--- config.mk ---
export PLATFORM = sky130hd
export DESIGN_NAME = mask_gen_top
export DESIGN_NICKNAME = d
export VERILOG_FILES = /design/src/hdl/mask_gen_pkg.sv /design/src/hdl/raster_if.sv /design/src/hdl/mask_gen_top.sv /design/src/hdl/window_mask.sv /design/src/hdl/raster_scan.sv
export VERILOG_INCLUDE_DIRS = /design/src /design/src/hdl
export SDC_FILE = /design/constraint.sdc
export NUM_CORES = 1
export LEC_CHECK = 0
export ABC_CLOCK_PERIOD_IN_PS = 4900
export BUFFER_PORTS_ARGS = -buffer_cell sky130_fd_sc_hd__buf_2
export CORE_MARGIN = 3
export CORE_UTILIZATION = 59
export CTS_CLUSTER_SIZE = 20
export DETAILED_ROUTE_END_ITERATION = 6
export PLACE_DENSITY = 0.89
export REMOVE_ABC_BUFFERS = 1
export SLEW_MARGIN = 20
export SYNTH_ARGS = -nofsm -noshare
export SYNTH_HDL_FRONTEND = slang
export SYNTH_HIERARCHICAL = 1
export SYNTH_SLANG_ARGS = --single-unit
--- constraint.sdc ---
create_clock -name clk -period 4.9 [get_ports clk]
set_clock_uncertainty 0.1 [all_clocks]
set_input_delay 1.225 -clock clk [delete_from_list [all_inputs] [get_ports clk]]
set_output_delay 1.225 -clock clk [all_outputs]
set_load 0.01 [all_outputs]
--- src/hdl/mask_gen_defs.svh ---
`ifndef MASK_GEN_DEFS_SVH
`define MASK_GEN_DEFS_SVH

// number of windows, also the number of output channels (at most 8)
`define MG_WIN_NUM 2

// stream data width
`define MG_PIXEL_WIDTH 32

// coordinate widths
`define MG_IMG_WBITS 12
`define MG_IMG_HBITS 12

`endif
--- src/hdl/mask_gen_pkg.sv ---
`include "mask_gen_defs.svh"

package mask_gen_pkg;

	// raster coordinates
	typedef logic [`MG_IMG_WBITS-1:0] col_t;
	typedef logic [`MG_IMG_HBITS-1:0] row_t;

	// one bit per output channel
	typedef logic [`MG_WIN_NUM-1:0] chan_bmp_t;

	// one rectangle, right/bottom edges are exclusive
	typedef struct packed {
		col_t      left;
		row_t      top;
		col_t      width;
		row_t      height;
		chan_bmp_t dst_bmp;
	} win_cfg_t;

	typedef win_cfg_t [`MG_WIN_NUM-1:0] win_cfg_arr_t;

endpackage

--- src/hdl/raster_if.sv ---
`timescale 1ns/1ps

interface raster_if ();
	import mask_gen_pkg::*;

	logic cupdate;
	logic rupdate;
	// position of the beat presented after the next update
	col_t cidx_next;
	row_t ridx_next;
	// flags of the beat presented now
	logic clast;
	logic rlast;

	modport scan (
		output cupdate,
		output rupdate,
		output cidx_next,
		output ridx_next,
		output clast,
		output rlast
	);

	modport mask (
		input cupdate,
		input rupdate,
		input cidx_next,
		input ridx_next,
		input clast,
		input rlast
	);

endinterface

--- src/hdl/mask_gen_top.sv ---
`timescale 1ns/1ps
`include "mask_gen_defs.svh"

module mask_gen_top #(
	parameter int unsigned EXT_FSYNC = 0,
	parameter int unsigned VAR_DATA  = 0
) (
	input  logic                       clk,
	input  logic                       resetn,
	input  logic                       fsync_i,
	input  mask_gen_pkg::col_t         width_i,
	input  mask_gen_pkg::row_t         height_i,
	input  mask_gen_pkg::win_cfg_arr_t win_cfg_i,
	output logic                       m_axis_tvalid_o,
	output logic [`MG_PIXEL_WIDTH-1:0] m_axis_tdata_o,
	output logic [`MG_WIN_NUM:0]       m_axis_tuser_o,
	output logic                       m_axis_tlast_o,
	input  logic                       m_axis_tready_i
);
	import mask_gen_pkg::*;

	chan_bmp_t chan_mask;
	logic      sof;

	// scanner position shared with the matcher
	raster_if rast_if ();

	raster_scan #(
		.EXT_FSYNC (EXT_FSYNC),
		.VAR_DATA  (VAR_DATA)
	) scan_i (
		.clk             (clk),
		.resetn          (resetn),
		.fsync_i         (fsync_i),
		.width_i         (width_i),
		.height_i        (height_i),
		.rast            (rast_if.scan),
		.m_axis_tvalid_o (m_axis_tvalid_o),
		.m_axis_tdata_o  (m_axis_tdata_o),
		.sof_o           (sof),
		.m_axis_tlast_o  (m_axis_tlast_o),
		.m_axis_tready_i (m_axis_tready_i)
	);

	window_mask mask_i (
		.clk         (clk),
		.resetn      (resetn),
		.rast        (rast_if.mask),
		.win_cfg_i   (win_cfg_i),
		.chan_mask_o (chan_mask)
	);

	// bit 0 start of frame, channel mask above it
	assign m_axis_tuser_o = {chan_mask, sof};

endmodule

--- src/hdl/window_mask.sv ---
`timescale 1ns/1ps
`include "mask_gen_defs.svh"

module window_mask (
	input  logic                       clk,
	input  logic                       resetn,
	raster_if.mask                     rast,
	input  mask_gen_pkg::win_cfg_arr_t win_cfg_i,
	output mask_gen_pkg::chan_bmp_t    chan_mask_o
);
	import mask_gen_pkg::*;

	// one bit per window, both flags set
	logic [`MG_WIN_NUM-1:0] win_hit;

	// per channel, the windows routed to it
	chan_bmp_t src_bmp [`MG_WIN_NUM];

	genvar i;
	genvar j;

	generate
		for (i = 0; i < `MG_WIN_NUM; i = i + 1) begin : g_win
			col_t col_end;
			row_t row_end;
			logic col_in_q;
			logic row_in_q;

			assign col_end = win_cfg_i[i].left + win_cfg_i[i].width;
			assign row_end = win_cfg_i[i].top + win_cfg_i[i].height;

			// end compare first so an empty window never opens
			always_ff @(posedge clk) begin
				if (!resetn) begin
					col_in_q <= 1'b0;
				end else if (rast.cupdate) begin
					if (rast.cidx_next == col_end) begin
						col_in_q <= 1'b0;
					end else if (rast.cidx_next == win_cfg_i[i].left) begin
						col_in_q <= 1'b1;
					end else if (rast.clast) begin
						// window reaching the right edge
						col_in_q <= 1'b0;
					end
				end
			end

			always_ff @(posedge clk) begin
				if (!resetn) begin
					row_in_q <= 1'b0;
				end else if (rast.rupdate) begin
					if (rast.ridx_next == row_end) begin
						row_in_q <= 1'b0;
					end else if (rast.ridx_next == win_cfg_i[i].top) begin
						row_in_q <= 1'b1;
					end else if (rast.rlast) begin
						row_in_q <= 1'b0;
					end
				end
			end

			assign win_hit[i] = col_in_q & row_in_q;
		end

		// transpose of the destination bitmaps
		for (i = 0; i < `MG_WIN_NUM; i = i + 1) begin : g_chan
			for (j = 0; j < `MG_WIN_NUM; j = j + 1) begin : g_src
				assign src_bmp[i][j] = win_cfg_i[j].dst_bmp[i];
			end

			assign chan_mask_o[i] = |(win_hit & src_bmp[i]);
		end
	endgenerate

endmodule

--- src/hdl/raster_scan.sv ---
`timescale 1ns/1ps
`include "mask_gen_defs.svh"

module raster_scan #(
	parameter int unsigned EXT_FSYNC = 0,
	parameter int unsigned VAR_DATA  = 0
) (
	input  logic                       clk,
	input  logic                       resetn,
	input  logic                       fsync_i,
	input  mask_gen_pkg::col_t         width_i,
	input  mask_gen_pkg::row_t         height_i,
	raster_if.scan                     rast,
	output logic                       m_axis_tvalid_o,
	output logic [`MG_PIXEL_WIDTH-1:0] m_axis_tdata_o,
	output logic                       sof_o,
	output logic                       m_axis_tlast_o,
	input  logic                       m_axis_tready_i
);
	import mask_gen_pkg::*;

	// look-ahead position and its next-is-last flags
	col_t cidx_next;
	row_t ridx_next;
	logic clast_next;
	logic rlast_next;

	// flags of the presented beat
	logic clast;
	logic rlast;
	logic sof_q;

	logic cupdate;
	logic rupdate;
	logic tvalid_q;
	logic plast;
	logic xfer;

	assign plast = clast & rlast;
	assign xfer  = tvalid_q & m_axis_tready_i;

	generate
		if (EXT_FSYNC != 0) begin : g_ext_sync
			// frame boundary waits for fsync, otherwise follow ready
			assign cupdate = plast ? fsync_i : m_axis_tready_i;
			assign rupdate = clast & (rlast ? fsync_i : m_axis_tready_i);

			always_ff @(posedge clk) begin
				if (!resetn) begin
					tvalid_q <= 1'b0;
				end else if (fsync_i) begin
					tvalid_q <= 1'b1;
				end else if (xfer && plast) begin
					tvalid_q <= 1'b0;
				end
			end
		end else begin : g_free_run
			// load a new beat when the output slot is empty or drains
			assign cupdate = ~tvalid_q | m_axis_tready_i;
			assign rupdate = clast & cupdate;

			always_ff @(posedge clk) begin
				if (!resetn) begin
					tvalid_q <= 1'b0;
				end else begin
					tvalid_q <= 1'b1;
				end
			end
		end
	endgenerate

	always_ff @(posedge clk) begin
		if (!resetn) begin
			cidx_next  <= '0;
			clast_next <= (width_i == col_t'(1));
		end else if (cupdate) begin
			if (clast_next) begin
				cidx_next <= '0;
			end else begin
				cidx_next <= cidx_next + col_t'(1);
			end
			clast_next <= (width_i == col_t'(1)) || (cidx_next == width_i - col_t'(2));
		end
	end

	always_ff @(posedge clk) begin
		if (!resetn) begin
			ridx_next  <= '0;
			rlast_next <= (height_i == row_t'(1));
		end else if (rupdate) begin
			if (rlast_next) begin
				ridx_next <= '0;
			end else begin
				ridx_next <= ridx_next + row_t'(1);
			end
			rlast_next <= (height_i == row_t'(1)) || (ridx_next == height_i - row_t'(2));
		end
	end

	// both set so the first beat opens a frame
	always_ff @(posedge clk) begin
		if (!resetn) begin
			clast <= 1'b1;
		end else if (cupdate) begin
			clast <= clast_next;
		end
	end

	always_ff @(posedge clk) begin
		if (!resetn) begin
			rlast <= 1'b1;
		end else if (rupdate) begin
			rlast <= rlast_next;
		end
	end

	always_ff @(posedge clk) begin
		if (!resetn) begin
			sof_q <= 1'b0;
		end else if (cupdate) begin
			sof_q <= (cidx_next == '0) && (ridx_next == '0);
		end
	end

	generate
		if (VAR_DATA != 0) begin : g_var_data
			logic [7:0] grey_q;

			// grey level falls along the line
			always_ff @(posedge clk) begin
				if (!resetn) begin
					grey_q <= 8'hff;
				end else if (xfer) begin
					grey_q <= clast ? 8'hff : grey_q - 8'd1;
				end
			end

			assign m_axis_tdata_o = {8'hff, grey_q, grey_q, grey_q};
		end else begin : g_zero_data
			assign m_axis_tdata_o = '0;
		end
	endgenerate

	assign m_axis_tvalid_o = tvalid_q;
	assign m_axis_tlast_o  = clast;
	assign sof_o           = sof_q;

	assign rast.cupdate   = cupdate;
	assign rast.rupdate   = rupdate;
	assign rast.cidx_next = cidx_next;
	assign rast.ridx_next = ridx_next;
	assign rast.clast     = clast;
	assign rast.rlast     = rlast;

endmodule

======== Word level (Yosys, flattened, before mapping) ========
Cells that the tools add are included.
cells by class
  $add $sub $neg .......................... 8
  multiply operators ...................... 0
  div/mod/pow operators ................... 0
  order comparisons ....................... 0
  eq/ne operators ......................... 14
  shift operators ......................... 0
  mux-type cells .......................... 17
  bitwise gates (word level) .............. 7
  reductions and logical operators ........ 15
operators with widths
  cell                     number
  $eq A12 B12 Y1           10
  $add A12 B12 Y12         4
  $add A12 B1 Y12 const B  2
  $eq A12 B1 Y1 const B    2
  $logic_not A12 Y1        2
  $mux W12                 2
  $sub A12 B2 Y12 const B  2
  $mux W1                  15
  $reduce_bool A3 Y1       4
  $reduce_and A2 Y1        4
  $and A2 B2 Y2            2
  $ne A2 B1 Y1 const B     2
  $reduce_or A2 Y1         2
  $and A1 B1 Y1            3
  $logic_or A1 B1 Y1       2
  $logic_and A1 B1 Y1      1
  $not A1 Y1               1
  $or A1 B1 Y1             1
word-level totals
  flip-flop bits (word level) ............. 34
  bits in latches ......................... 0
  bits in writable memories ............... 0
  ROM bits ................................ 0
  output and inout bits ................... 37
  logic and storage cells ................. 73
  memories ................................ 0

======== Depth between registers and ports, before layout ========
Gate-level depths: netlist of the first run.
  word-level depth ........................ 5
  gate-level depth with buffers ........... 11
  gate-level depth less buffers ........... 10

======== Modules after synthesis ========
Netlist of the first run, hierarchy kept.
by module, submodules not included
  module        times used  cells each  area each (um^2)  seq. area each (um^2)
  window_mask   1           454         3,433.3           80.1
  raster_scan   1           301         2,324.7           620.6
  mask_gen_top  1           1           7.5               0.0

======== Worst setup path after synthesis of the first run ========
OpenSTA, ideal clock, no wires.
  path kind ............................... input-to-reg
  start point ............................. input port win_cfg_i[2] (netlist name)
  end point ............................... register mask_i.g_win[0].row_in_q
  library setup time ...................... 0.129 ns
  arrival ................................. 3.072 ns
  required time ........................... 4.671 ns
  slack ................................... 1.598 ns
  stages on the path ...................... 10
  buffers on the path ..................... 0
  cells stage by stage .................... ha_1 > inv_1 > fa_1 > xnor3_1 > nor3_2 > o31ai_1 > a2111oi_4 > nand4_1 > o41ai_1 > o21ai_1
on the way
  longest elaborated chain between the ends .. 4
RTL lines
  item                                 line                source
  start, declared                      mask_gen_top.sv:13  input mask_gen_pkg::win_cfg_arr_t win_cfg_i,
  $add A12 B12 Y12 (*)                 window_mask.sv:30   assign row_end = win_cfg_i[i].top + win_cfg_i[i].height;
  $eq A12 B12 Y1 (*)                   window_mask.sv:52   if (rast.ridx_next == row_end) begin
  $reduce_bool A3 Y1 (no source line)  -
  $reduce_and A2 Y1 (no source line)   -
  end signal, assigned                 window_mask.sv:53   row_in_q <= 1'b0;
  end signal, assigned                 window_mask.sv:55   row_in_q <= 1'b1;
  end signal, assigned                 window_mask.sv:57   row_in_q <= 1'b0;
  end, declared                        window_mask.sv:27   logic row_in_q;
Every way passes the cells marked *; elsewhere a longest branch is shown, timed or not.
A chain may end at the register's enable or synchronous reset.

======== Worst setup path in the final report of the first run ========
  start point ............................. input port win_cfg_i[26] (netlist name)
  end point ............................... register mask_i.g_win[0].row_in_q
on the way
  longest elaborated chain between the ends .. 4
RTL lines
  item                                 line
  $add A12 B12 Y12                     window_mask.sv:30
  $eq A12 B12 Y1                       window_mask.sv:52
  $reduce_bool A3 Y1 (no source line)  -
  $reduce_and A2 Y1 (no source line)   -
Parallel ways exist; a longest one is shown, timed or not.

==> out/results.tsv, run 1 <==
metric	value	unit
syn-mean-instance-area	7.63	µm²
initial_core_util	61.5	%
drv_cap	0	
syn_area	5770	µm²
setup.worst_path.start_class	primary input	
synth-warning-count	6	
drive_gt1_share	17.8	%
synthTopCellsByArea	xnor2_1, dfxtp_1, ha_1	
post_synth_inst_count	756	
routedWlPerCell	15.6	µm
grt_first_pass_wirelength	25500	µm
holdWs	379	ps
synth.yosys.seq_area_share	12.2	%
grt_remaining_overflow	0	
clock-root-buffer	clkbuf_8	
synth_top_cells_by_count	xnor2_1, xor2_1, nor2_1, ha_1, nand2_1	
row_count	35	
num_antenna_cells	0	
clock_path_buffers	2	
synth.ff_latch_count	34	
met3_usage	3.27	%
drt-initial-drc-count	317	
drt_drc_violations_left	0	
fin_crit_sh	68.7	%
worst_pin_slew	781	ps
buffer_ports.inserted	131	
worstPathMaxFanout	2	
syn_to_final_growth	11.7	%
number_of_synthesized_flops_with_an_enable_pin	2	
path_clk_slew	70	ps
min-delay-path-class	flip-flop to flip-flop	
h-tree-depth	2	
post-synth-top-count-cell	xnor2_1	
setup_crit_end_kind	flip-flop	
grt_max_degree	18	
hold_violations	0	
finalSetupViolations	0	
ant_nets	0	
dr_total_vias	5813	
critical_path_arrival	3430	ps
gp_congestion	0.933	
timing_worst_setup_path_type	primary input to flip-flop	
netlist.area_leader.share	15.5	%
insertion_delay	280	ps
routed_wl	15600	µm
ys.flop_type	dfxtp_1	
fin_setup_tns	0	ps
holdBufCountCts	0	
hpwlAfterDp	12500	µm
synth_top_cell_by_area	xnor2_1	
report.power.total	0.00104	W
report.final.slew_viol_count	0	
grt_util_met2	48.5	%
min_period	3370	ps
global_route.usage.total	27.6	%
leakagePower	2.77	nW
num_io_pins	165	
core-area	9370	µm²
run_status	completed	
required	4960	ps
tritoncts_num_sinks	34	
power_density	162	nW/µm²
fin_nets	1053	
routed_via_density	5.81	
final_cell_area	6440	µm²
grt_pass1_vias	5449	
floorplan.die_area	11000	µm²
grt.busiest_layer	met2	
vdd.ir_drop.worst	0.0000901	V
cts_tree	built	
global_route_track_usage_on_met1	35.1	%
async_reset_ff_share	0	%
ctsResizeCount	0	
unrepaired_setup_endpoints_after_global_routing	no	
firstDrtPassIters	7	
max_freq	297	MHz
synth_cell_type_count	78	
placedInstanceArea	6350	µm²
post_cts.repair.setup_buffers	0	
antenna_found_initial	0	
numCtsBuffers	5	
maxSlewHeadroom	47.8	%
floorplan.die.width	105	µm
chipHeight	105	µm
## critical path, stage by stage
cell and delay, ps:
buf_2 110, ha_1 170, inv_1 60, fa_1 370
xnor3_1 380, nor3_2 170, o31ai_1 140, a2111oi_4 290
nand4_1 120, o41ai_1 280, o21ai_1 110
## final timing paths
| kind | from | end | slack, ps | cells after the start |
|---|---|---|---|---|
| max | win_cfg_i[26] | mask_i/g_win[0].row_in_q | 1530 | 11 |
| max reg2reg | scan_i/m_axis_tvalid_o | mask_i/g_win[1].row_in_q | 2340 | 10 |
| min | scan_i/rast.rlast | scan_i/rast.rlast | 380 | 1 |
| min reg2reg | scan_i/rast.rlast | scan_i/rast.rlast | 380 | 1 |
## final cells by class
cell class | count | area, µm²
timing repair buffer | 131 | 656
fill | 826 | 2930
clock buffer | 7 | 86.3
sequential | 34 | 701
clock inverter | 1 | 5.00
multi-input combinational | 663 | 4700
tap | 129 | 161
inverter | 36 | 135
## stage by stage
| stage | instances | util [%] | worst slack, ps |
|---|---|---|---|
| after floorplan | 733 | - | 1600 |
| after global placement | 993 | 67.8 | 1330 |
| after detailed placement | 993 | 67.8 | 1240 |
| after CTS | 1001 | 68.7 | 1530 |
| after global routing | 1001 | 68.7 | 1380 |
| final | 1001 | 68.7 | 1530 |
## cells in the final DEF (no fill, tap or decap), types with 21 or more instances in the layout
cell type	instances
inv_1	35
nand4_1	21
nor2_1	58
nand3_1	25
nor3_1	31
nand2_1	46
a21oi_1	41
dfxtp_1	32
buf_2	131
xor2_1	61
xnor2_1	102
ha_1	50
conb_1	32
o21ai_0	29
## flip-flops by register name (all words and copies together), names as in the netlist
register                cells
scan_i/rast.ridx_next      12
scan_i/clast_next           1
scan_i/m_axis_tvalid_o      1
scan_i/m_axis_tlast_o       1
scan_i/rast.rlast           1
mask_i/g_win.col_in_q       2
scan_i/rast.cidx_next      12
mask_i/g_win.row_in_q       2
scan_i/sof_o                1
scan_i/rlast_next           1
## kinds of logic (layout without fill, tap and decap cells)
group	after synthesis	count (layout)	synth area share, %
compound gates	151	151	17.5
xor+xnor	165	165	25.6
fa+ha+maj	54	54	12.2
buf+inv	90	175	8.40
flops	34	34	12.2
mux	6	6	1.04
other cells	1	32	0.0650
simple gates	255	255	23.0
## metal layers
layer | routed length [µm] | part of all wire, %
met1 | 6460 | 41
met2 | 7540 | 48
met3 | 1350 | 8.6
met4 | 282 | 1.8
met5 | 0 | 0
## power by group
group / leakage [nW] / internal (W) / switching (W)
Combinational: 2.44 / 0.000240 / 0.000285
Sequential: 0.282 / 0.000286 / 0.0000166
Clock: 0.0482 / 0.000113 / 0.0000991
Total: 2.77 / 0.000640 / 0.000401
Power figures use the tool's default switching activity.
==> run 2: changes to the inputs <==
--- a/config.mk
+++ b/config.mk
@@ -6,13 +6,13 @@
 export SDC_FILE = /design/constraint.sdc
 export NUM_CORES = 1
 export LEC_CHECK = 0
-export ABC_CLOCK_PERIOD_IN_PS = 4900
+export ABC_CLOCK_PERIOD_IN_PS = 2740
 export BUFFER_PORTS_ARGS = -buffer_cell sky130_fd_sc_hd__buf_2
 export CORE_MARGIN = 3
-export CORE_UTILIZATION = 59
+export CORE_UTILIZATION = 49
 export CTS_CLUSTER_SIZE = 20
 export DETAILED_ROUTE_END_ITERATION = 6
-export PLACE_DENSITY = 0.89
+export PLACE_DENSITY = 0.79
 export REMOVE_ABC_BUFFERS = 1
 export SLEW_MARGIN = 20
 export SYNTH_ARGS = -nofsm -noshare
==> constraint.sdc (replaced) <==
create_clock -name clk -period 2.74 [get_ports clk]
set_clock_uncertainty 0.1 [all_clocks]
set_input_delay 0.685 -clock clk [delete_from_list [all_inputs] [get_ports clk]]
set_output_delay 0.685 -clock clk [all_outputs]
set_load 0.01 [all_outputs]
==> run 2 against run 1 <==
Compared with the run above: the run now ends with setup timing left; sequential share of layout area is 0.98 points lower; non-clock buffer count is 58 higher; clock power grew to 3.4 times the previous value; power is 120% higher; sequential power is 73% higher; die area is 19% higher; register-to-register slack worse by 1900 ps; routed wire length is 4.7% higher; critical path depth stayed put; hold slack worse by 21 ps; critical endpoint unchanged; largest cell class unchanged; largest power group unchanged; highest routed layer unchanged.
==> out/results.tsv, run 2 (synthesis gave the netlist of run 1 again) <==
metric	value	unit
run_status	finished with violations	
failed_checks	setup timing	
timing.hold.worst_endpoint	scan_i/rast.rlast	
syn_to_final_growth	22.7	%
worstPathMaxFanout	2	
num_antenna_cells	0	
min-delay-path-class	flip-flop to flip-flop	
drive_gt1_share	24.1	%
report.final.slew_viol_count	0	
reg.largest.list	scan_i/rast.cidx_next x12, scan_i/rast.ridx_next x12	
setup_slack	-57.1	ps
clock-root-buffer	clkbuf_16	
tritoncts_num_sinks	34	
fin_nets	1111	
max_freq	358	MHz
initial_core_util	51.6	%
fin_setup_tns	-57.1	ps
cts_tree	built	
setup.reg_to_reg.worst_slack	390	ps
numCtsBuffers	5	
core-area	11200	µm²
worst_r2r_endpoint	mask_i/g_win[0].row_in_q	
instances_no_fill	1070	
min_period	2800	ps
reg2reg_from	scan_i/rast.ridx_next[11]	
drt_drc_violations_left	0	
ant_nets	0	
leakagePower	3.13	nW
grt_first_pass_wirelength	26000	µm
report.power.total	0.00232	W
critical_path_arrival	2840	ps
path_clk_slew	60	ps
insertion_delay	280	ps
firstDrtPassIters	5	
holdBufCountCts	0	
grt_pass1_vias	5581	
setup_crit_end_kind	flip-flop	
num_io_pins	165	
maxSlewHeadroom	57.3	%
hpwlAfterDp	13100	µm
gp_congestion	0.903	
vdd.ir_drop.worst	0.000262	V
finalSetupViolations	1	
timing_worst_setup_path_type	primary input to flip-flop	
placedCellCount	1060	
routed_via_density	5.67	
dr_total_vias	6064	
floorplan.die.width	114	µm
unrepaired_setup_endpoints_after_global_routing	yes	
place_ws	-355	ps
hold_violations	0	
chipHeight	114	µm
h-tree-depth	2	
clock_path_buffers	2	
grt_remaining_overflow	0	
commonest_cells_after_routing_fill_and_taps_aside	buf_2, xnor2_1, xor2_1, nor2_1, buf_4	
routedWlPerCell	15.3	µm
global_route.usage.total	24.0	%
buffer_ports.inserted	131	
setup.worst_path.start_class	primary input	
drv_cap	0	
layout_commonest_cell	buf_2	
worst_r2r_path_depth	6	
power_density	328	nW/µm²
required	2790	ps
floorplan.die_area	13100	µm²
worst_pin_slew	640	ps
drt-initial-drc-count	417	
whs_path_depth	1	
fin_crit_sh	102	%
grt_max_degree	14	
routed_wl	16400	µm
hold_start	scan_i/rast.rlast	
row_count	38	
antenna_found_initial	0	
[run 2: report_power, final]
part           switching [W]  leakage [nW]  internal, W
Combinational       0.000563          2.75     0.000510
Sequential         0.0000116         0.282     0.000513
Clock               0.000205        0.0940     0.000522
[run 2: stage by stage]
stage | area [µm²] | hold WS [ps] | utilization, %
floorplan | 5530 | 326 | -
global placement | 6780 | 333 | 60.7
detailed placement | 6780 | 345 | 60.7
CTS | 6990 | 359 | 62.6
global route | 7080 | 379 | 63.3
finish | 7080 | 358 | 63.3
[run 2: worst max path at each step]
stage | to | cells past startpoint | slack (ps) | from
floorplan | mask_i/g_win[0].row_in_q | 10 | -20 | win_cfg_i[2]
global placement | mask_i/g_win[0].row_in_q | 11 | -290 | win_cfg_i[26]
detailed placement | mask_i/g_win[0].row_in_q | 11 | -350 | win_cfg_i[26]
CTS | mask_i/g_win[0].row_in_q | 11 | 8 | win_cfg_i[2]
global route | mask_i/g_win[0].row_in_q | 11 | -110 | win_cfg_i[26]
finish | mask_i/g_win[0].row_in_q | 11 | -60 | win_cfg_i[26]
[run 2: area by class of cell]
type / count / area (µm²)
clock buffers: 5 / 125
clock inverters: 3 / 68.8
fillers: 990 / 4100
inverters: 36 / 135
multi-input cells: 663 / 4760
flip-flops and latches: 34 / 701
well taps: 140 / 175
repair buffers: 189 / 1110
[run 2: per-layer routing]
metal  global-route usage, %  part of all wire, %  wire length (µm)
met5                       0                    0                 0
met4                    5.86                  1.4               225
met3                    3.01                  7.9              1290
met2                    40.6                   47              7740
met1                    32.4                   43              7110
[run 2: repair_timing]
item                       4_1_cts  5_1_grt
pin swaps                        5        8
setup endpoints to repair        1        3
hold endpoints to repair         0        0
resized for setup                3       16
buffers inserted                 0        2
[run 2: critical path, stage by stage]
cell	delay [ps]
buf_8	100
ha_4	160
inv_2	60
fa_2	460
xnor2_2	160
nor3_2	220
o31ai_2	120
a2111oi_4	200
nand4_1	170
o41ai_2	370
o21ai_1	130
==> run 3: changes to the inputs <==
--- a/config.mk
+++ b/config.mk
@@ -6,13 +6,13 @@
 export SDC_FILE = /design/constraint.sdc
 export NUM_CORES = 1
 export LEC_CHECK = 0
-export ABC_CLOCK_PERIOD_IN_PS = 2740
+export ABC_CLOCK_PERIOD_IN_PS = 3000
 export BUFFER_PORTS_ARGS = -buffer_cell sky130_fd_sc_hd__buf_2
 export CORE_MARGIN = 3
-export CORE_UTILIZATION = 49
+export CORE_UTILIZATION = 54
 export CTS_CLUSTER_SIZE = 20
 export DETAILED_ROUTE_END_ITERATION = 6
-export PLACE_DENSITY = 0.79
+export PLACE_DENSITY = 0.83
 export REMOVE_ABC_BUFFERS = 1
 export SLEW_MARGIN = 20
 export SYNTH_ARGS = -nofsm -noshare
==> constraint.sdc (replaced) <==
create_clock -name clk -period 3 [get_ports clk]
set_clock_uncertainty 0.1 [all_clocks]
set_input_delay 0.75 -clock clk [delete_from_list [all_inputs] [get_ports clk]]
set_output_delay 0.75 -clock clk [all_outputs]
set_load 0.01 [all_outputs]
==> run 3 against run 2 <==
Compared with the run above: the flow now finishes without violations; hold slack better by 15 ps; clock power down 55%; critical path type unchanged; utilization up 0.49 points; first-iteration DRC count up 18%; final cell count down 3.8%; power down 27%; largest power group unchanged; register-to-register slack better by 400 ps.
==> out/results.tsv, run 3 (synthesis gave the netlist of run 1 again) <==
metric	value	unit
met3_length	1170	µm
post_cts.repair.setup_buffers	0	
drv_cap	0	
fin_setup_tns	0	ps
num-fill-cells	920	
run_status	completed	
setup.worst_path.start_class	primary input	
insertion_delay	270	ps
final_cell_area	6620	µm²
hpwlAfterDp	12400	µm
firstDrtPassIters	6	
vdd.ir_drop.worst	0.000152	V
place_ws	-124	ps
min_period	2890	ps
highest_layer	met4	
floorplan.die.width	109	µm
finalSetupViolations	0	
tritoncts_num_sinks	34	
power_density	257	nW/µm²
path_clk_slew	60	ps
regArea	701	µm²
row_count	37	
maxSlewHeadroom	56.2	%
syn_to_final_growth	14.8	%
commonest_cells_after_routing_fill_and_taps_aside	buf_2, xnor2_1, xor2_1, nor2_1, ha_1	
gp_congestion	0.881	
routed_via_density	5.74	
required	3050	ps
grt_remaining_overflow	0	
fin_crit_sh	96.2	%
buffer_ports.inserted	131	
ant_nets	0	
hold_violations	0	
grt_pass1_vias	5417	
met2_wirelength_from_detailed_routing	7420	µm
worst_pin_slew	651	ps
critical_path_arrival	2930	ps
timing_worst_setup_path_type	primary input to flip-flop	
fin_nets	1075	
placedCellCount	1022	
reg.largest.list	scan_i/rast.cidx_next x12, scan_i/rast.ridx_next x12	
initial_core_util	55.6	%
setup_slack	115	ps
chipHeight	109	µm
num_antenna_cells	0	
setup_crit_end_kind	flip-flop	
numCtsBuffers	5	
drt_drc_violations_left	0	
grt_first_pass_wirelength	24500	µm
antenna_found_initial	0	
placedInstanceArea	6520	µm²
grt_max_degree	18	
report.power.total	0.00170	W
routedWlPerCell	14.9	µm
global_route.usage.total	25.0	%
num_io_pins	165	
floorplan.die_area	12000	µm²
instances_no_fill	1029	
report.final.slew_viol_count	0	
leakagePower	2.89	nW
min-delay-path-class	flip-flop to flip-flop	
multiInputGateArea	4700	µm²
core-area	10400	µm²
met1_length	6490	µm
drt-initial-drc-count	494	
h-tree-depth	2	
max_freq	347	MHz
layout_commonest_cell	buf_2	
dr_total_vias	5903	
clock-root-buffer	clkbuf_8	
worstPathMaxFanout	3	
routed_wl	15400	µm
cts_tree	built	
clock_path_buffers	2	
drive_gt1_share	19.8	%
==> run 3: per-layer routing <==
| layer | up-vias | track usage (%) |
|---|---|---|
| met4 | 0 | 6.06 |
| met3 | 29 | 2.64 |
| met1 | 2702 | 32.8 |
| li1 | 2911 | - |
| met5 | - | 0 |
| met2 | 261 | 43.7 |
==> run 3: area by class of cell <==
type                    instances  area share (%)
flip-flops and latches         34            10.6
clock buffers                   7            1.30
inverters                      36            2.04
multi-input cells             663            71.1
repair buffers                153            12.4
well taps                     136            2.57
==> run 3: what timing repair did <==
| item | 4_1_cts | 5_1_grt |
|---|---|---|
| setup endpoints to repair | 0 | 1 |
| resized for setup | 0 | 2 |
| hold buffers | 0 | 0 |
==> run 3: worst paths after layout <==
check        depth (start not counted)  slack [ps]                      start                  endpoint
max                                 11         110               win_cfg_i[2]  mask_i/g_win[0].row_in_q
min                                  1         370          scan_i/rast.rlast         scan_i/rast.rlast
max reg2reg                          6         790  scan_i/rast.ridx_next[11]  mask_i/g_win[0].row_in_q
min reg2reg                          1         370          scan_i/rast.rlast         scan_i/rast.rlast
==> run 3: stage by stage <==
step / hold slack (ps) / util, %
finish: 373 / 63.8
global route: 387 / 63.8
CTS: 368 / 63.7
detailed placement: 352 / 62.9
global placement: 349 / 62.9
floorplan: 326 / -
==> run 3: power breakdown <==
group	switching (W)	total [W]	internal [W]	leakage (nW)
Sequential	0.0000157	0.000484	0.000468	0.282
Combinational	0.000482	0.000892	0.000410	2.56
Clock	0.000143	0.000325	0.000182	0.0443
==> run 3: critical path: stages <==
cell and delay, ps:
buf_2 100, ha_1 200, inv_1 70, fa_1 190
nor2b_1 70, o2111a_1 260, nor4_1 560, a211o_1 210
nand3_1 110, o41ai_2 290, o21ai_1 110
